==> config.mk <==
export PLATFORM = sky130hd
export DESIGN_NAME = rx_meta_top
export DESIGN_NICKNAME = d
export VERILOG_FILES = /design/src/rx_meta_pkg.sv /design/src/sync_fifo.sv /design/src/mmio_regs.sv /design/src/rx_stats_counters.sv /design/src/rx_meta_arbiter.sv /design/src/rx_meta_top.sv
export SDC_FILE = /design/constraint.sdc
export NUM_CORES = 1
export LEC_CHECK = 0
export BUFFER_PORTS_ARGS = -buffer_cell sky130_fd_sc_hd__buf_2
export CAP_MARGIN = 20
export CELL_PAD_IN_SITES_DETAIL_PLACEMENT = 0
export CELL_PAD_IN_SITES_GLOBAL_PLACEMENT = 1
export CORE_UTILIZATION = 50
export CTS_CLUSTER_SIZE = 24
export DETAILED_ROUTE_END_ITERATION = 8
export PLACE_DENSITY_LB_ADDON = 0.1
export SYNTH_ARGS = -nofsm -noshare
export SYNTH_HDL_FRONTEND = slang
export SYNTH_SLANG_ARGS = --single-unit
==> constraint.sdc <==
create_clock -name pcie_clk -period 6.47 [get_ports pcie_clk]
set_input_delay 1.6175 -clock pcie_clk [delete_from_list [all_inputs] [get_ports pcie_clk]]
set_output_delay 1.6175 -clock pcie_clk [all_outputs]
set_load 0.02 [all_outputs]
==> src/rx_meta_pkg.sv <==
`default_nettype none

package rx_meta_pkg;

// Queue ids and packet sizes
localparam int FLOW_IDX_WIDTH = 4;
localparam int MAX_NB_FLOWS = 12;
localparam int PKT_SIZE_WIDTH = 16;

// Head update FIFO and output FIFO sizing
localparam int HEAD_UPD_QUEUE_LEN = 16;
localparam int HEAD_UPD_MARGIN = 4;
localparam int HEAD_UPD_OCC_WIDTH = $clog2(HEAD_UPD_QUEUE_LEN + 1);
localparam int IN_QUEUE_LEN = 8;
localparam int IN_QUEUE_ALMOST_FULL = 4;
localparam int IN_QUEUE_OCC_WIDTH = $clog2(IN_QUEUE_LEN + 1);

// Register bus
localparam int WB_ADDR_WIDTH = 8;
localparam int WB_DATA_WIDTH = 32;
localparam int WB_SEL_WIDTH = WB_DATA_WIDTH / 8;

localparam logic [WB_ADDR_WIDTH-1:0] REG_CONTROL = 8'h00;
localparam logic [WB_ADDR_WIDTH-1:0] REG_IGNORED_HEAD_CNT = 8'h01;
localparam logic [WB_ADDR_WIDTH-1:0] REG_HEAD_UPD_CNT = 8'h02;
localparam logic [WB_ADDR_WIDTH-1:0] REG_META_IN_CNT = 8'h03;
// Low address bits inside this region select the queue
localparam logic [WB_ADDR_WIDTH-1:0] HEAD_REGION_BASE = 8'h80;

localparam int CTRL_DISABLE_BIT = 0;
localparam int CTRL_SW_RESET_BIT = 1;

// Statistics
localparam int STAT_WIDTH = 32;
localparam int NB_STATS = 3;

typedef struct packed {
    logic [FLOW_IDX_WIDTH-1:0] pkt_queue_id;
    logic [PKT_SIZE_WIDTH-1:0] size;
} pkt_meta_t;

typedef struct packed {
    logic [FLOW_IDX_WIDTH-1:0] pkt_queue_id;
    logic [PKT_SIZE_WIDTH-1:0] size;
    logic                      descriptor_only;
    logic                      needs_dsc;
} queue_meta_t;

typedef struct packed {
    logic                     cyc;
    logic                     stb;
    logic                     we;
    logic [WB_ADDR_WIDTH-1:0] adr;
    logic [WB_SEL_WIDTH-1:0]  sel;
    logic [WB_DATA_WIDTH-1:0] dat_w;
} wb_req_t;

typedef struct packed {
    logic                     ack;
    logic [WB_DATA_WIDTH-1:0] dat_r;
} wb_rsp_t;

typedef struct packed {
    logic [STAT_WIDTH-1:0] ignored_head_cnt;
    logic [STAT_WIDTH-1:0] head_upd_cnt;
    logic [STAT_WIDTH-1:0] meta_in_cnt;
} rx_stats_t;

endpackage

`default_nettype wire

==> src/sync_fifo.sv <==
`timescale 1ns/100ps
`default_nettype none

module sync_fifo #(
    parameter int WIDTH = 8,
    parameter int DEPTH = 16
) (
    input  logic                       pcie_clk,
    input  logic                       pcie_reset_n,
    input  logic [WIDTH-1:0]           in_data,
    input  logic                       in_valid,
    output logic                       in_ready,
    output logic [WIDTH-1:0]           out_data,
    output logic                       out_valid,
    input  logic                       out_ready,
    output logic [$clog2(DEPTH+1)-1:0] occup
);

localparam int ADDR_WIDTH = (DEPTH > 1) ? $clog2(DEPTH) : 1;
localparam int CNT_WIDTH = $clog2(DEPTH + 1);

logic [WIDTH-1:0]      mem [DEPTH];
logic [ADDR_WIDTH-1:0] wr_ptr;
logic [ADDR_WIDTH-1:0] rd_ptr;
logic [CNT_WIDTH-1:0]  count;
logic                  push;
logic                  pop;

assign in_ready = int'(count) != DEPTH;
assign out_valid = count != '0;
assign push = in_valid & in_ready;
assign pop = out_valid & out_ready;
assign occup = count;

// The oldest entry is always on the output
assign out_data = mem[rd_ptr];

always_ff @(posedge pcie_clk) begin
    if (push) begin
        mem[wr_ptr] <= in_data;
    end
end

always_ff @(posedge pcie_clk) begin
    if (!pcie_reset_n) begin
        wr_ptr <= '0;
        rd_ptr <= '0;
        count <= '0;
    end else begin
        if (push) begin
            wr_ptr <= (int'(wr_ptr) == DEPTH - 1) ? '0 : wr_ptr + 1'b1;
        end
        if (pop) begin
            rd_ptr <= (int'(rd_ptr) == DEPTH - 1) ? '0 : rd_ptr + 1'b1;
        end
        // Simultaneous push and pop leave the count unchanged
        if (push && !pop) begin
            count <= count + 1'b1;
        end else if (pop && !push) begin
            count <= count - 1'b1;
        end
    end
end

endmodule

`default_nettype wire

==> src/mmio_regs.sv <==
`timescale 1ns/100ps
`default_nettype none

module mmio_regs (
    input  logic                                   pcie_clk,
    input  logic                                   pcie_reset_n,
    input  var rx_meta_pkg::wb_req_t               wb_req,
    output rx_meta_pkg::wb_rsp_t                   wb_rsp,
    input  var rx_meta_pkg::rx_stats_t             stats,
    output logic                                   disable_pcie,
    output logic                                   sw_reset,
    output logic                                   head_upd_valid,
    output logic [rx_meta_pkg::FLOW_IDX_WIDTH-1:0] head_upd_queue
);

import rx_meta_pkg::*;

logic [WB_DATA_WIDTH-1:0]  control_reg;
logic [WB_DATA_WIDTH-1:0]  rd_mux;
logic [WB_DATA_WIDTH-1:0]  rd_data;
logic [FLOW_IDX_WIDTH-1:0] queue_id;
logic                      ack;
logic                      access;
logic                      in_head_region;
logic                      head_write;
logic                      sw_reset_r1;

// Only the first cycle of a request counts. The cycle carrying ack ends it
assign access = wb_req.cyc & wb_req.stb & !ack;

assign queue_id = wb_req.adr[FLOW_IDX_WIDTH-1:0];
assign in_head_region = wb_req.adr[WB_ADDR_WIDTH-1:FLOW_IDX_WIDTH] ==
    HEAD_REGION_BASE[WB_ADDR_WIDTH-1:FLOW_IDX_WIDTH];

// Partial writes and out of range queues are acknowledged and dropped
assign head_write = access & wb_req.we & in_head_region &
    (wb_req.sel == '1) & (int'(queue_id) < MAX_NB_FLOWS);

always_comb begin
    case (wb_req.adr)
        REG_CONTROL:          rd_mux = control_reg;
        REG_IGNORED_HEAD_CNT: rd_mux = stats.ignored_head_cnt;
        REG_HEAD_UPD_CNT:     rd_mux = stats.head_upd_cnt;
        REG_META_IN_CNT:      rd_mux = stats.meta_in_cnt;
        default:              rd_mux = '0;
    endcase
end

always_ff @(posedge pcie_clk) begin
    if (!pcie_reset_n) begin
        ack <= 1'b0;
        head_upd_valid <= 1'b0;
        control_reg <= '0;
    end else begin
        ack <= access;
        head_upd_valid <= head_write;
        if (access && wb_req.we && wb_req.adr == REG_CONTROL) begin
            for (int i = 0; i < WB_SEL_WIDTH; i++) begin
                if (wb_req.sel[i]) begin
                    control_reg[8*i +: 8] <= wb_req.dat_w[8*i +: 8];
                end
            end
        end
    end
end

always_ff @(posedge pcie_clk) begin
    if (access) begin
        rd_data <= wb_req.we ? '0 : rd_mux;
    end
    if (head_write) begin
        head_upd_queue <= queue_id;
    end
end

// Software reset goes through two flops before it reaches the counters
always_ff @(posedge pcie_clk) begin
    if (!pcie_reset_n) begin
        sw_reset_r1 <= 1'b0;
        sw_reset <= 1'b0;
    end else begin
        sw_reset_r1 <= control_reg[CTRL_SW_RESET_BIT];
        sw_reset <= sw_reset_r1;
    end
end

assign disable_pcie = control_reg[CTRL_DISABLE_BIT];
assign wb_rsp.ack = ack;
assign wb_rsp.dat_r = rd_data;

endmodule

`default_nettype wire

==> src/rx_stats_counters.sv <==
`timescale 1ns/100ps
`default_nettype none

module rx_stats_counters (
    input  logic                   pcie_clk,
    input  logic                   pcie_reset_n,
    input  logic                   sw_reset,
    input  logic                   head_ignored,
    input  logic                   head_served,
    input  logic                   meta_accepted,
    output rx_meta_pkg::rx_stats_t stats
);

import rx_meta_pkg::*;

logic [NB_STATS-1:0]   events;
logic [STAT_WIDTH-1:0] counters [NB_STATS];

assign events = {meta_accepted, head_served, head_ignored};

// Counters wrap silently at the top of their range
always_ff @(posedge pcie_clk) begin
    if (!pcie_reset_n || sw_reset) begin
        for (int i = 0; i < NB_STATS; i++) begin
            counters[i] <= '0;
        end
    end else begin
        for (int i = 0; i < NB_STATS; i++) begin
            if (events[i]) begin
                counters[i] <= counters[i] + 1'b1;
            end
        end
    end
end

assign stats.ignored_head_cnt = counters[0];
assign stats.head_upd_cnt = counters[1];
assign stats.meta_in_cnt = counters[2];

endmodule

`default_nettype wire

==> src/rx_meta_arbiter.sv <==
`timescale 1ns/100ps
`default_nettype none

module rx_meta_arbiter (
    input  logic                                       pcie_clk,
    input  logic                                       pcie_reset_n,
    input  logic                                       head_upd_valid,
    input  logic [rx_meta_pkg::FLOW_IDX_WIDTH-1:0]     head_upd_queue,
    input  var rx_meta_pkg::pkt_meta_t                 meta_in,
    input  logic                                       meta_in_valid,
    output logic                                       meta_in_ready,
    output rx_meta_pkg::queue_meta_t                   out_meta,
    output logic                                       out_meta_valid,
    input  logic [rx_meta_pkg::IN_QUEUE_OCC_WIDTH-1:0] out_occup,
    output logic                                       head_ignored,
    output logic                                       head_served,
    output logic                                       meta_accepted
);

import rx_meta_pkg::*;

logic [HEAD_UPD_OCC_WIDTH-1:0] head_occup;
logic [FLOW_IDX_WIDTH-1:0]     head_in_data;
logic                          head_in_valid;
logic [FLOW_IDX_WIDTH-1:0]     head_out_data;
logic                          head_out_valid;
logic                          head_out_ready;
logic                          head_almost_full;
logic                          out_almost_full;
logic                          same_queue;
logic                          merge_head_pkt;
logic                          head_fire;
logic                          meta_fire;

// The margin covers the push that is still in its register
assign head_almost_full = int'(head_occup) > HEAD_UPD_QUEUE_LEN - HEAD_UPD_MARGIN;
assign out_almost_full = int'(out_occup) > IN_QUEUE_ALMOST_FULL;

assign head_ignored = head_upd_valid & head_almost_full;

always_ff @(posedge pcie_clk) begin
    if (!pcie_reset_n) begin
        head_in_valid <= 1'b0;
    end else begin
        head_in_valid <= head_upd_valid & !head_almost_full;
    end
end

always_ff @(posedge pcie_clk) begin
    if (head_upd_valid) begin
        head_in_data <= head_upd_queue;
    end
end

sync_fifo #(
    .WIDTH (FLOW_IDX_WIDTH),
    .DEPTH (HEAD_UPD_QUEUE_LEN)
) head_upd_fifo_inst (
    .pcie_clk     (pcie_clk),
    .pcie_reset_n (pcie_reset_n),
    .in_data      (head_in_data),
    .in_valid     (head_in_valid),
    .in_ready     (),
    .out_data     (head_out_data),
    .out_valid    (head_out_valid),
    .out_ready    (head_out_ready),
    .occup        (head_occup)
);

assign same_queue = head_out_data == meta_in.pkt_queue_id;

// Head updates win over packets. A packet for the same queue rides along
always_comb begin
    head_out_ready = 1'b0;
    meta_in_ready = 1'b0;
    if (!out_almost_full) begin
        head_out_ready = 1'b1;
        meta_in_ready = head_out_valid ? same_queue : 1'b1;
    end
end

assign head_fire = head_out_valid & head_out_ready;
assign meta_fire = meta_in_valid & meta_in_ready;
assign merge_head_pkt = head_fire & meta_fire;

assign head_served = head_fire;
assign meta_accepted = meta_fire;

always_ff @(posedge pcie_clk) begin
    if (!pcie_reset_n) begin
        out_meta_valid <= 1'b0;
    end else begin
        out_meta_valid <= head_fire | meta_fire;
    end
end

// A merged entry is the packet with needs_dsc set
always_ff @(posedge pcie_clk) begin
    if (meta_fire) begin
        out_meta.pkt_queue_id <= meta_in.pkt_queue_id;
        out_meta.size <= meta_in.size;
        out_meta.descriptor_only <= 1'b0;
        out_meta.needs_dsc <= merge_head_pkt;
    end else if (head_fire) begin
        out_meta.pkt_queue_id <= head_out_data;
        out_meta.size <= '0;
        out_meta.descriptor_only <= 1'b1;
        out_meta.needs_dsc <= 1'b0;
    end
end

endmodule

`default_nettype wire

==> src/rx_meta_top.sv <==
`timescale 1ns/100ps
`default_nettype none

module rx_meta_top (
    input  logic                     pcie_clk,
    input  logic                     pcie_reset_n,
    input  var rx_meta_pkg::wb_req_t wb_req,
    output rx_meta_pkg::wb_rsp_t     wb_rsp,
    input  var rx_meta_pkg::pkt_meta_t meta_in,
    input  logic                     meta_in_valid,
    output logic                     meta_in_ready,
    output rx_meta_pkg::queue_meta_t meta_out,
    output logic                     meta_out_valid,
    input  logic                     meta_out_ready,
    output logic                     disable_pcie
);

import rx_meta_pkg::*;

rx_stats_t                     stats;
logic                          sw_reset;
logic                          head_upd_valid;
logic [FLOW_IDX_WIDTH-1:0]     head_upd_queue;
queue_meta_t                   out_meta;
logic                          out_meta_valid;
logic [IN_QUEUE_OCC_WIDTH-1:0] out_occup;
logic                          head_ignored;
logic                          head_served;
logic                          meta_accepted;

mmio_regs mmio_regs_inst (
    .pcie_clk       (pcie_clk),
    .pcie_reset_n   (pcie_reset_n),
    .wb_req         (wb_req),
    .wb_rsp         (wb_rsp),
    .stats          (stats),
    .disable_pcie   (disable_pcie),
    .sw_reset       (sw_reset),
    .head_upd_valid (head_upd_valid),
    .head_upd_queue (head_upd_queue)
);

rx_stats_counters rx_stats_counters_inst (
    .pcie_clk      (pcie_clk),
    .pcie_reset_n  (pcie_reset_n),
    .sw_reset      (sw_reset),
    .head_ignored  (head_ignored),
    .head_served   (head_served),
    .meta_accepted (meta_accepted),
    .stats         (stats)
);

rx_meta_arbiter rx_meta_arbiter_inst (
    .pcie_clk       (pcie_clk),
    .pcie_reset_n   (pcie_reset_n),
    .head_upd_valid (head_upd_valid),
    .head_upd_queue (head_upd_queue),
    .meta_in        (meta_in),
    .meta_in_valid  (meta_in_valid),
    .meta_in_ready  (meta_in_ready),
    .out_meta       (out_meta),
    .out_meta_valid (out_meta_valid),
    .out_occup      (out_occup),
    .head_ignored   (head_ignored),
    .head_served    (head_served),
    .meta_accepted  (meta_accepted)
);

// The arbiter stalls early enough that this queue never refuses a push
sync_fifo #(
    .WIDTH ($bits(queue_meta_t)),
    .DEPTH (IN_QUEUE_LEN)
) in_queue_inst (
    .pcie_clk     (pcie_clk),
    .pcie_reset_n (pcie_reset_n),
    .in_data      (out_meta),
    .in_valid     (out_meta_valid),
    .in_ready     (),
    .out_data     (meta_out),
    .out_valid    (meta_out_valid),
    .out_ready    (meta_out_ready),
    .occup        (out_occup)
);

endmodule

`default_nettype wire

Word-level counts from Yosys, hierarchy flattened
Memory sizes are Yosys's and may differ from the RTL's. A register that Yosys moved wholly into a read port is not among the register bits.
Cells that the tools add are included.
{ "totals": {"mem_count": 3, "wordCells": 130, "inputBits": 71, "ram_bits": 336, "reg_bits": 123} }
{ "mem_list": {"columns": ["name", "words", "word_bits", "read_ports", "rd_ports_with_merged_regs", "wr", "line", "rtl"], "rows": [
  ["in_queue_inst.mem", 8, 22, 1, 1, 1, "sync_fifo.sv:22", "logic [WIDTH-1:0] mem [DEPTH];"],
  ["rx_stats_counters_inst.counters", 3, 32, 3, 0, 3, "rx_stats_counters.sv:17", "logic [STAT_WIDTH-1:0] counters [NB_STATS];"],
  ["rx_meta_arbiter_inst.head_upd_fifo_inst.mem", 16, 4, 1, 1, 1, "sync_fifo.sv:22", null]
]} }
{ "op_classes": {"n_mux": 36, "add_sub_neg": 11, "bitwise": 18, "order_cmp": 3, "n_reduce_logical": 24, "eq_ne": 12} }
{ "ops": {"columns": ["op", "count"], "rows": [
  ["32-bit case mux with 4 select lines", 1],
  ["32-bit by 1-bit adder with 32-bit output (second input constant)", 3],
  ["32-bit two-way mux", 3],
  ["22-bit two-way mux", 2],
  ["4-bit two-way mux", 6],
  ["1-bit two-way mux", 18],
  ["8-bit by 2-bit equality test with 1-bit output (second input constant)", 2],
  ["1-bit bitwise AND", 14],
  ["4-bit by 1-bit adder with 4-bit output (second input constant)", 3],
  ["3-bit two-way mux", 4],
  ["5-bit two-way mux", 2],
  ["4-bit by 1-bit equality test with 1-bit output (second input constant)", 2],
  ["4-bit equality test (second input constant)", 2],
  ["8-bit by 1-bit equality test with 1-bit output (second input constant)", 1],
  ["8-bit zero test", 1],
  ["2-bit AND reduction", 4],
  ["1-bit zero test", 7],
  ["3-bit by 1-bit adder with 3-bit output (second input constant)", 2],
  ["3-bit by 1-bit equality test with 1-bit output (second input constant)", 2],
  ["1-bit logical AND", 6],
  ["2-bit nonzero test", 3],
  ["5-bit by 1-bit adder with 5-bit output (second input constant)", 1],
  ["5-bit by 4-bit > comparator with 1-bit output (second input constant)", 1],
  ["5-bit != test (second input constant)", 1],
  ["10 further kinds", 13]
]} }

Depth between registers and ports, before layout
Gate-level depths: netlist of run 1.
{ "logic_depth": {"ltp_word": 8, "ltp_mapped": 14, "mapped_depth_nobuf": 13} }

Modules after synthesis
A second synthesis of run 1 with hierarchy kept.
{ "hier_totals": {"hier_cells": 1430, "hier_area_um2": 21154.0} }
{ "modules_own_cells": {"columns": ["module", "area_per_inst_um2", "seq_area_each_um2", "cells_per_inst", "n_inst"], "rows": [
  ["sync_fifo at in_queue_inst", 7448.4, 5545.3, 329, 1],
  ["rx_stats_counters", 5446.5, 2882.8, 527, 1],
  ["mmio_regs", 3613.5, 1801.7, 277, 1],
  ["sync_fifo at rx_meta_arbiter_inst.head_upd_fifo_inst", 3399.5, 2262.2, 212, 1],
  ["rx_meta_arbiter", 1246.2, 810.8, 85, 1]
]} }

Worst setup path after synthesis of run 1
Ideal clock, no wire load.
{ "synth_path": {"kind": "input to register", "startpoint": "input port meta_in[16] in the netlist's numbering", "endpoint": "memory rx_stats_counters_inst.counters[2][0], in the netlist rx_stats_counters_inst.counters[0][64] (enable)", "slack_ps": 1237, "stages": 6, "t_required_ps": 6004, "setup_time_ps": 466, "t_arrival_ps": 4768, "path_buffers": 1, "cell_sequence": "or3_1 -> o21ai_0 -> or4b_1 -> buf_2 -> a31oi_4 -> o21ai_0"} }
{ "synth_lines": {"columns": ["element", "line", "rtl"], "rows": [
  ["start, declared", "rx_meta_top.sv:9", "input var rx_meta_pkg::pkt_meta_t meta_in,"],
  ["end, declared", "rx_stats_counters.sv:17", null]
]} }

==> impl_metrics.csv, run 1 <==
group,metric,value,unit
power,p_int,6.32,mW
clock_tree,cts-root-buf,"clkbuf_16",
timing,finClkSkew,0.0174,ns
critical_path,cp.required,4.85,ns
logic_synthesis,avgSynthCellArea,14.7,um^2
logic_synthesis,synth_area,20200,um^2
final_layout,largest_reg_flops,176,
routing,postRouteAntennaNets,0,
logic_synthesis,synth_top_area_share,59.1,%
global_routing,antenna_found_initial,0,
floorplanning,die_area,41100,um^2
logic_synthesis,ys.flop_type,"edfxtp_1",
timing,fin_tns_setup,0,ns
logic_synthesis,synth_cell_types,52,
place,place.gp.congestion,0.781,
floorplanning,fp.dieH,203,um
critical_path,critPathMaxFanout,19,
hold_path,min_path_cells,0,
place,place_ws,1.45,ns
final_layout,fill_cells,3130,
final_layout,drive_gt1_share,23.1,%
floorplanning,pin_count,129,
timing,fmax,0.185,GHz
routing,via_count,11600,
clock_tree,clkTransAtPathRegs,0.06,ns
global_routing,grt-ovfl-total,0,
final_layout,fin_cells,2079,
routing,first_pass_iters,5,
hold_path,hp-class,"reg -> reg",
power,p_switching,2.66,mW
final_layout,syn2layout_area_growth,14.3,%
timing,hold_ws,0.418,ns
floorplanning,core,39700,um^2
power,leakagePower,7.72,nW
power,clkPwrFrac,30.7,%
logic_synthesis,syn_inst,1371,
logic_synthesis,synth_edf_count,397,
floorplanning,initial_core_util,50.8,%
timing,rsz0062_at_grt,"no",
clock_tree,post_cts_buffers,0,
final_layout,largestRegisters,"in_queue_inst.mem x176, rx_stats_counters_inst.counters x96, rx_meta_arbiter_inst.head_upd_fifo_inst.mem x64",
clock_tree,ctsHoldBuffers,0,
critical_path,endpoint_kind,"output pin",
critical_path,arrival,3.78,ns
final_layout,top_register,"in_queue_inst.mem",
clock_tree,cts_max_level,2,
logic_synthesis,ys_warn_count,0,
logic_synthesis,yosysSeqAreaShare,66.0,%
global_routing,grt_pass1_vias,11500,
routing,drt_wl_total,42.8,mm
timing,setup_viol,0,
clock_tree,clk_path_buf_depth,3,
place,dp_hpwl,26.8,mm
logic_synthesis,synth_async_sr_flop_share,0,%
power,seq_power_share,48.9,%
clock_tree,cts_made_buffers,48,
routing,drt-vias-per-instance,5.56,
clock_tree,cts_sinks,466,
power,finalPower,8.97,mW
critical_path,worstSetupStartpointType,"flop",
critical_path,worstSetupPathType,"reg -> out",
floorplanning,die_width,203,um
routing,wl_per_cell,20.6,um
clock_tree,cts_tree,"built",
logic_synthesis,syn-num-nets,1463,
timing,worst_slack,1.07,ns
timing,slew_headroom,31.3,%
routing,post-route-drc-count,0,
floorplanning,row_count,73,
clock_tree,cts_resized,0,
timing,finalHoldViolCount,0,
timing,tightest_slew,1.03,ns
global_routing,track_usage,21.4,%
timing,fin_crit,5.40,ns
logic_synthesis,synth_largest_area_cell,"edfxtp_1",
place,dp_cells,1987,
logic_synthesis,ys_top_cells_by_area,"edfxtp_1 59%, mux4_2 9.7%, dfxtp_1 6.8%",
status,status,"complete, no violations",
power,p_per_area,389,nW/um^2
timing,slew_violations,0,
global_routing,grt_pass1_wl,66.8,mm
logic_synthesis,synth_seq_cells,466,
power,combPwrFrac,20.4,%
power,swShare,29.6,%
flow_run,drv_cap,0,
logic_synthesis,synth.most_common_cell,"edfxtp_1",
power,peakVddDrop,177,uV
clock_tree,clock_insertion_delay_worst_skew,0.59,ns
final_layout,fin_nets,1607,
timing,min_period_over_period,83.5,%
place,io_buffers,128,
global_routing,grt_start_max_net_pins,93,
logic_synthesis,synthTopCellsByCount,"397 x edfxtp_1, 151 x nor2_1, 132 x nand2_1, 87 x mux4_2, 69 x dfxtp_1",
critical_path,reg2regPathDepth,8,
routing,dr.first_iter.drc_count,877,
==> per-stage QoR <==
stage               area, um^2  util [%]
floorplan                20200         -
global placement         21500      54.0
detailed placement       21500      54.0
CTS                      23000      57.9
global route             23100      58.0
finish                   23100      58.0
==> power by group through the flow <==
| stage | Combinational [mW] | Clock, mW | Sequential (mW) |
|---|---|---|---|
| floorplan | 1.38 | 0 | 4.27 |
| global placement | 1.81 | 0 | 4.43 |
| detailed placement | 1.83 | 0 | 4.46 |
| CTS | 1.83 | 2.81 | 4.40 |
| global route | 2.01 | 2.93 | 4.47 |
| finish | 1.83 | 2.75 | 4.39 |
==> layer usage <==
metal  global-route usage [%]  share of wire (%)
met5                        0                  0
met1                     30.6                 46
met3                     2.99                4.3
met4                     6.42                2.0
met2                     34.3                 48
==> logic make-up after synthesis <==
group                    after synthesis  synth area share [%]
AO/OA/AOI/OAI                         77                  2.20
XOR/XNOR                             104                  4.61
adder cells (fa/ha/maj)               21                  1.38
buffers and inverters                 78                  1.59
flip-flops                           466                  66.0
multiplexers                         124                  12.1
AND/OR/NAND/NOR                      501                  12.2
==> worst max-delay path, stage by stage (launching register included) <==
cell and delay [ns]:
dfxtp_1 0.86, mux4_1 0.69, mux4_2 0.53, xor2_1 0.24, nor2_4 0.10, a31oi_4 0.17, buf_4 0.37, nor3_2 0.07
buf_2 0.17
==> layout make-up <==
| cell class | instances | area, um^2 | area share [%] |
|---|---|---|---|
| multi-input cells | 827 | 6630 | 28.7 |
| clock buffers | 64 | 1280 | 5.56 |
| inverters | 21 | 78.8 | 0.342 |
| flip-flops and latches | 466 | 13300 | 57.7 |
| well taps | 525 | 657 | 2.85 |
| diodes | 1 | 2.50 | 0.0109 |
| clock inverters | 24 | 274 | 1.19 |
| repair buffers | 151 | 831 | 3.60 |
==> path summary, 6_finish.rpt <==
kind | from | end | slack [ns]
worst min-delay path | mmio_regs_inst.head_upd_queue[1] | rx_meta_arbiter_inst.head_in_data[1] | 0.42
worst min register to register | mmio_regs_inst.head_upd_queue[1] | rx_meta_arbiter_inst.head_in_data[1] | 0.42
worst max register to register | flop | rx_stats_counters_inst.counters[0][93] | 2.74
worst max-delay path | flop | meta_in_ready | 1.07
==> placed cells by master (no fill, tap or decap), types with 4 or more instances in the layout <==
cell,n
nor3b_2,9
buf_2,128
nor3_1,24
edfxtp_1,397
mux2i_1,8
nand2b_1,7
and2_1,13
nor2_4,4
clkbuf_1,14
bufinv_16,5
nand2_1,131
o211ai_1,5
nor3b_1,7
nand3_1,41
ha_1,19
or3_1,6
nor2_1,148
nand4_1,26
mux4_2,87
nor2b_1,34
and3_1,19
o21ai_0,9
a21oi_1,51
inv_1,19
dfxtp_1,67
buf_4,20
mux2_2,24
mux4_1,5
nor4_1,8
clkinv_1,8
xor2_1,54
nor3_2,5
clkinv_2,6
clkbuf_16,48
and4_1,10
xnor2_1,49
(Power assumes the default switching activity.)
==> run 2, diff against run 1 <==
CORE_UTILIZATION = 46   (was 50)
clock period = 4.5 ns   (was 6.47 ns; I/O delays follow)
==> impl_metrics.csv, run 2 (synthesis results as in run 1) <==
group,metric,value,unit
status,status,"complete, no violations",
timing,finalHoldViolCount,0,
timing,fmax,0.238,GHz
clock_tree,cts_sinks,466,
critical_path,critical_path.max_stage_delay,0.58,ns
routing,drt_wl_total,44.1,mm
power,p_switching,3.86,mW
final_layout,layout_common_cells,"397 x edfxtp_1, 148 x nor2_1, 131 x nand2_1",
clock_tree,clkTransAtPathRegs,0.06,ns
power,p_per_area,560,nW/um^2
floorplanning,initial_core_util,46.7,%
global_routing,grt-ovfl-total,0,
critical_path,crit_family,"multiplexers",
power,swShare,29.7,%
critical_path,reg2regPathDepth,14,
final_layout,top_register,"in_queue_inst.mem",
critical_path,critPathMaxFanout,9,
routing,dr.first_iter.drc_count,815,
critical_path,worst-path-buf-inv,1,
timing,slew_headroom,31.3,%
global_routing,grt_pass1_vias,11700,
timing,worst_slack,0.301,ns
hold_path,min_path_cells,0,
critical_path,worstSetupPathType,"reg -> out",
floorplanning,die_area,44700,um^2
hold_path,hp-class,"reg -> reg",
final_layout,final_util,53.7,%
final_layout,num_antenna_cells,0,
critical_path,arrival,3.07,ns
critical_path,crit_slowest_cell,"mux4_1",
clock_tree,clock_insertion_delay_worst_skew,0.59,ns
critical_path,worstSetupStartpointType,"flop",
clock_tree,cts_made_buffers,48,
floorplanning,pin_count,129,
timing,fin_tns_setup,0,ns
global_routing,grt_start_max_net_pins,58,
critical_path,endpoint_kind,"output pin",
timing,setup_viol,0,
routing,postRouteAntennaNets,0,
place,dp_hpwl,27.5,mm
clock_tree,cts-root-buf,"clkbuf_16",
power,finalPower,13.0,mW
timing,rsz0062_at_grt,"no",
clock_tree,post_cts_buffers,0,
power,combPwrFrac,20.5,%
flow_run,drv_cap,0,
timing,min_period_over_period,93.3,%
final_layout,fin_nets,1613,
power,p_int,9.11,mW
place,placed_area,21600,um^2
floorplanning,die_width,211,um
power,leakagePower,7.75,nW
global_routing,grt_pass1_wl,68.2,mm
power,peakVddDrop,376,uV
final_layout,drive_gt1_share,23.7,%
power,clkPwrFrac,30.9,%
global_routing,antenna_found_initial,0,
final_layout,fin_area,23200,um^2
hold_path,hold_end,"rx_meta_arbiter_inst.head_in_data[2]",
routing,wl_per_cell,20.6,um
clock_tree,cts_max_level,2,
timing,finClkSkew,0.0220,ns
power,seq_power_share,48.6,%
routing,via_count,11600,
place,place.gp.congestion,0.773,
global_routing,track_usage,20.2,%
timing,fin_crit,4.20,ns
routing,first_pass_iters,5,
final_layout,syn2layout_area_growth,14.9,%
final_layout,layout_commonest_cell,"edfxtp_1",
timing,slew_violations,0,
floorplanning,fp.dieH,211,um
routing,post-route-drc-count,0,
place,place_ws,0.685,ns
critical_path,rrSetupSlack,1.15,ns
timing,tightest_slew,1.03,ns
floorplanning,core,43200,um^2
final_layout,largest_reg_flops,176,
hold_path,hold_start,"mmio_regs_inst.head_upd_queue[2]",
final_layout,largestRegisters,"in_queue_inst.mem x176, rx_stats_counters_inst.counters x96, rx_meta_arbiter_inst.head_upd_fifo_inst.mem x64",
floorplanning,row_count,76,
critical_path,crit_chain,"mux4_1 -> mux4_2 -> xor2_1 -> nor2_4 -> a31oi_4 -> nor3_2 -> buf_2",
routing,drt-vias-per-instance,5.40,
clock_tree,cts_tree,"built",
critical_path,cp.required,3.38,ns
clock_tree,clk_path_buf_depth,3,
place,io_buffers,128,
run 2: cell count changes in the layout (fill, tap and decap cells not counted), moves of 2 or more:
cell	previous run	this run
dfxtp_2	2	5
clkbuf_8	2	0
dfxtp_1	67	64
nor4_2	1	3
buf_4	20	29
clkbuf_1	14	12
run 2: worst max path at each step:
| stage | end | slack (ns) | cells past startpoint |
|---|---|---|---|
| after global placement | meta_in_ready | 0.72 | 7 |
| after CTS | meta_in_ready | 0.04 | 7 |
| after global routing | meta_in_ready | 0.17 | 7 |
| after detailed placement | meta_in_ready | 0.69 | 7 |
| after floorplan | rx_stats_counters_inst.counters[0][64] | 0.59 | 7 |
| final | meta_in_ready | 0.30 | 7 |
run 2: area by class of cell:
| type | instances | area (um^2) |
|---|---|---|
| inverters | 21 | 78.8 |
| clock inverters | 28 | 323 |
| flip-flops and latches | 466 | 13300 |
| fillers | 3648 | 20000 |
| well taps | 585 | 732 |
| multi-input cells | 827 | 6620 |
| repair buffers | 157 | 858 |
| clock buffers | 60 | 1250 |
run 2: per-layer routing:
| metal | part of all wire [%] | up-vias | track usage, % |
|---|---|---|---|
| li1 | - | 5456 | - |
| met1 | 45 | 5832 | 27.1 |
| met2 | 49 | 228 | 34.0 |
| met3 | 4.1 | 66 | 3.63 |
| met4 | 2.3 | 0 | 5.32 |
| met5 | 0 | - | 0 |
run 2: power by group through the flow:
stage	logic, mW	registers [mW]	clock network [mW]
3_5_place_dp	2.69	6.40	0
3_3_place_gp	2.67	6.37	0
5_1_grt	2.90	6.42	4.26
4_1_cts	2.71	6.31	4.10
2_1_floorplan	1.99	6.13	0
6_report	2.66	6.30	4.00
run 2: worst register-to-register path, stage by stage, from the launching register on:
cell and delay, ns:
dfxtp_1 0.37, nor4_1 0.49, nor2b_1 0.19, buf_4 0.17, nor3_1 0.06, buf_4 0.19, inv_1 0.18, ha_1 0.22
inv_1 0.10, fa_1 0.41, a21o_1 0.17, a21oi_1 0.19, xnor2_1 0.09, or3_1 0.30, a21oi_1 0.14
run 2: through the flow:
stage	hold slack (ns)	cells
6_report	0.418	2144
5_1_grt	0.423	2144
2_1_floorplan	0.400	1371
3_3_place_gp	0.404	2055
3_5_place_dp	0.405	2055
4_1_cts	0.420	2143
run 2: what timing repair did:
action                                  CTS  global route
endpoints found under the setup margin    0             1
hold buffers                              0             0
resized for setup                         0             3
==> run 3, diff against run 2 <==
CORE_ASPECT_RATIO = 0.5   (was unset)
==> impl_metrics.csv, run 3 (synthesis results as in run 1) <==
group,metric,value,unit
status,status,"complete, no violations",
clock_tree,cts_sinks,466,
power,swShare,29.6,%
clock_tree,clk_path_buf_depth,3,
final_layout,largest_reg_flops,176,
timing,setup_viol,0,
timing,slew_violations,0,
global_routing,grt-ovfl-total,0,
routing,postRouteAntennaNets,0,
timing,finalHoldViolCount,0,
hold_path,hp-class,"reg -> reg",
timing,finClkSkew,0.0184,ns
timing,rsz0062_at_grt,"no",
power,leakagePower,7.64,nW
floorplanning,pin_count,129,
timing,fin_crit,4.34,ns
clock_tree,cts_max_level,2,
clock_tree,clock_insertion_delay_worst_skew,0.56,ns
final_layout,final_util,53.9,%
floorplanning,core,42600,um^2
critical_path,endpoint_kind,"output pin",
floorplanning,initial_core_util,47.4,%
global_routing,grt_pass1_wl,66.6,mm
critical_path,worstSetupPathType,"reg -> out",
final_layout,fin_area,22900,um^2
timing,min_period_over_period,96.4,%
place,dp_cells,2045,
power,seq_power_share,50.2,%
routing,drt-vias-per-instance,5.40,
clock_tree,cts_made_buffers,42,
final_layout,fin_nets,1604,
global_routing,grt_pass1_vias,11600,
global_routing,track_usage,19.5,%
final_layout,syn2layout_area_growth,13.8,%
global_routing,antenna_found_initial,0,
clock_tree,cts_tree,"built",
critical_path,arrival,3.21,ns
power,p_switching,3.70,mW
place,placed_area,21600,um^2
place,place.gp.congestion,0.770,
place,io_buffers,128,
routing,via_count,11500,
final_layout,drive_gt1_share,22.8,%
critical_path,cp.required,3.38,ns
final_layout,num_antenna_cells,0,
clock_tree,clkTransAtPathRegs,0.07,ns
power,peakVddDrop,284,uV
floorplanning,die_area,44700,um^2
routing,post-route-drc-count,0,
timing,slew_headroom,27.3,%
floorplanning,fp.dieH,150,um
power,clkPwrFrac,28.6,%
floorplanning,row_count,53,
critical_path,worstSetupStartpointType,"flop",
global_routing,grt_start_max_net_pins,63,
place,dp_hpwl,27.5,mm
power,p_per_area,544,nW/um^2
timing,fmax,0.230,GHz
power,combPwrFrac,21.2,%
final_layout,largestRegisters,"in_queue_inst.mem x176, rx_stats_counters_inst.counters x96, rx_meta_arbiter_inst.head_upd_fifo_inst.mem x64",
floorplanning,die_width,298,um
power,p_int,8.79,mW
routing,drt_wl_total,43.1,mm
routing,first_pass_iters,5,
final_layout,fin_cells,2123,
final_layout,regArea,13300,um^2
timing,fin_tns_setup,0,ns
clock_tree,cts-root-buf,"clkbuf_16",
final_layout,multiInputGateArea,6620,um^2
final_layout,layout_common_cells,"397 x edfxtp_1, 148 x nor2_1, 131 x nand2_1",
critical_path,critPathMaxFanout,18,
clock_tree,post_cts_buffers,0,
timing,tightest_slew,1.09,ns
final_layout,layout_commonest_cell,"edfxtp_1",
routing,wl_per_cell,20.3,um
final_layout,fill_cells,3533,
routing,dr.first_iter.drc_count,779,
final_layout,top_register,"in_queue_inst.mem",
flow_run,drv_cap,0,
[run 3: cell count changes in the layout (fill, tap and decap cells not counted), sizes merged]
cell,change
clkinvlp,-2
buf,-3
bufinv,-4
clkinv,-11
clkbuf,+10
inv,-3
[run 3: area by class of cell]
cell class	count	area share (%)
flip-flops and latches	466	58.0
multi-input cells	827	28.8
clock buffers	70	5.39
repair buffers	154	3.81
well taps	577	3.15
clock inverters	8	0.485
inverters	21	0.344
[run 3: per-stage QoR]
step / worst slack [ns] / power, mW / hold WS [ns]
after floorplan: 0.593 / 8.12 / 0.400
after global placement: 0.491 / 8.94 / 0.403
after detailed placement: 0.447 / 9.04 / 0.405
after CTS: 0.140 / 12.6 / 0.420
after global routing: 0.0190 / 13.1 / 0.435
final: 0.161 / 12.5 / 0.419
[run 3: worst max-delay path, cell delays in order, from the launching register on]
cell and delay [ns]:
dfxtp_2 0.62, mux4_1 0.63, mux4_2 0.52, xor2_1 0.19, nor2_4 0.19, a31oi_4 0.11
nor3_2 0.18, buf_2 0.21
[run 3: routing by layer]
layer  wire length, um  part of all wire [%]  GRT usage [%]  vias to the layer above
li1                  -                     -              -                     5417
met1             19100                    44           25.6                     5823
met5                 0                     0              0                        -
met4               781                   1.8           4.72                        0
met3              1790                   4.1           3.48                       57
met2             21500                    50           33.8                      176
[run 3: worst paths after layout]
check | from | endpoint | slack [ns] | cells past startpoint
worst min-delay path | mmio_regs_inst.head_upd_queue[0] | rx_meta_arbiter_inst.head_in_data[0] | 0.42 | 0
worst min register to register | mmio_regs_inst.head_upd_queue[0] | rx_meta_arbiter_inst.head_in_data[0] | 0.42 | 0
worst max register to register | flop | rx_stats_counters_inst.counters[0][70] | 0.99 | 8
worst max-delay path | flop | meta_in_ready | 0.16 | 7
[run 3: power groups by stage]
stage	clock network, mW	logic [mW]	registers, mW
detailed placement	0	2.67	6.36
CTS	3.66	2.69	6.27
floorplan	0	1.99	6.13
finish	3.57	2.65	6.27
global placement	0	2.63	6.31
global route	3.82	2.89	6.37
[run 3: repair_timing]
item | 4_1_cts | 5_1_grt
resized for setup | 1 | 0
setup endpoints to repair | 1 | 0
hold buffers | 0 | 0
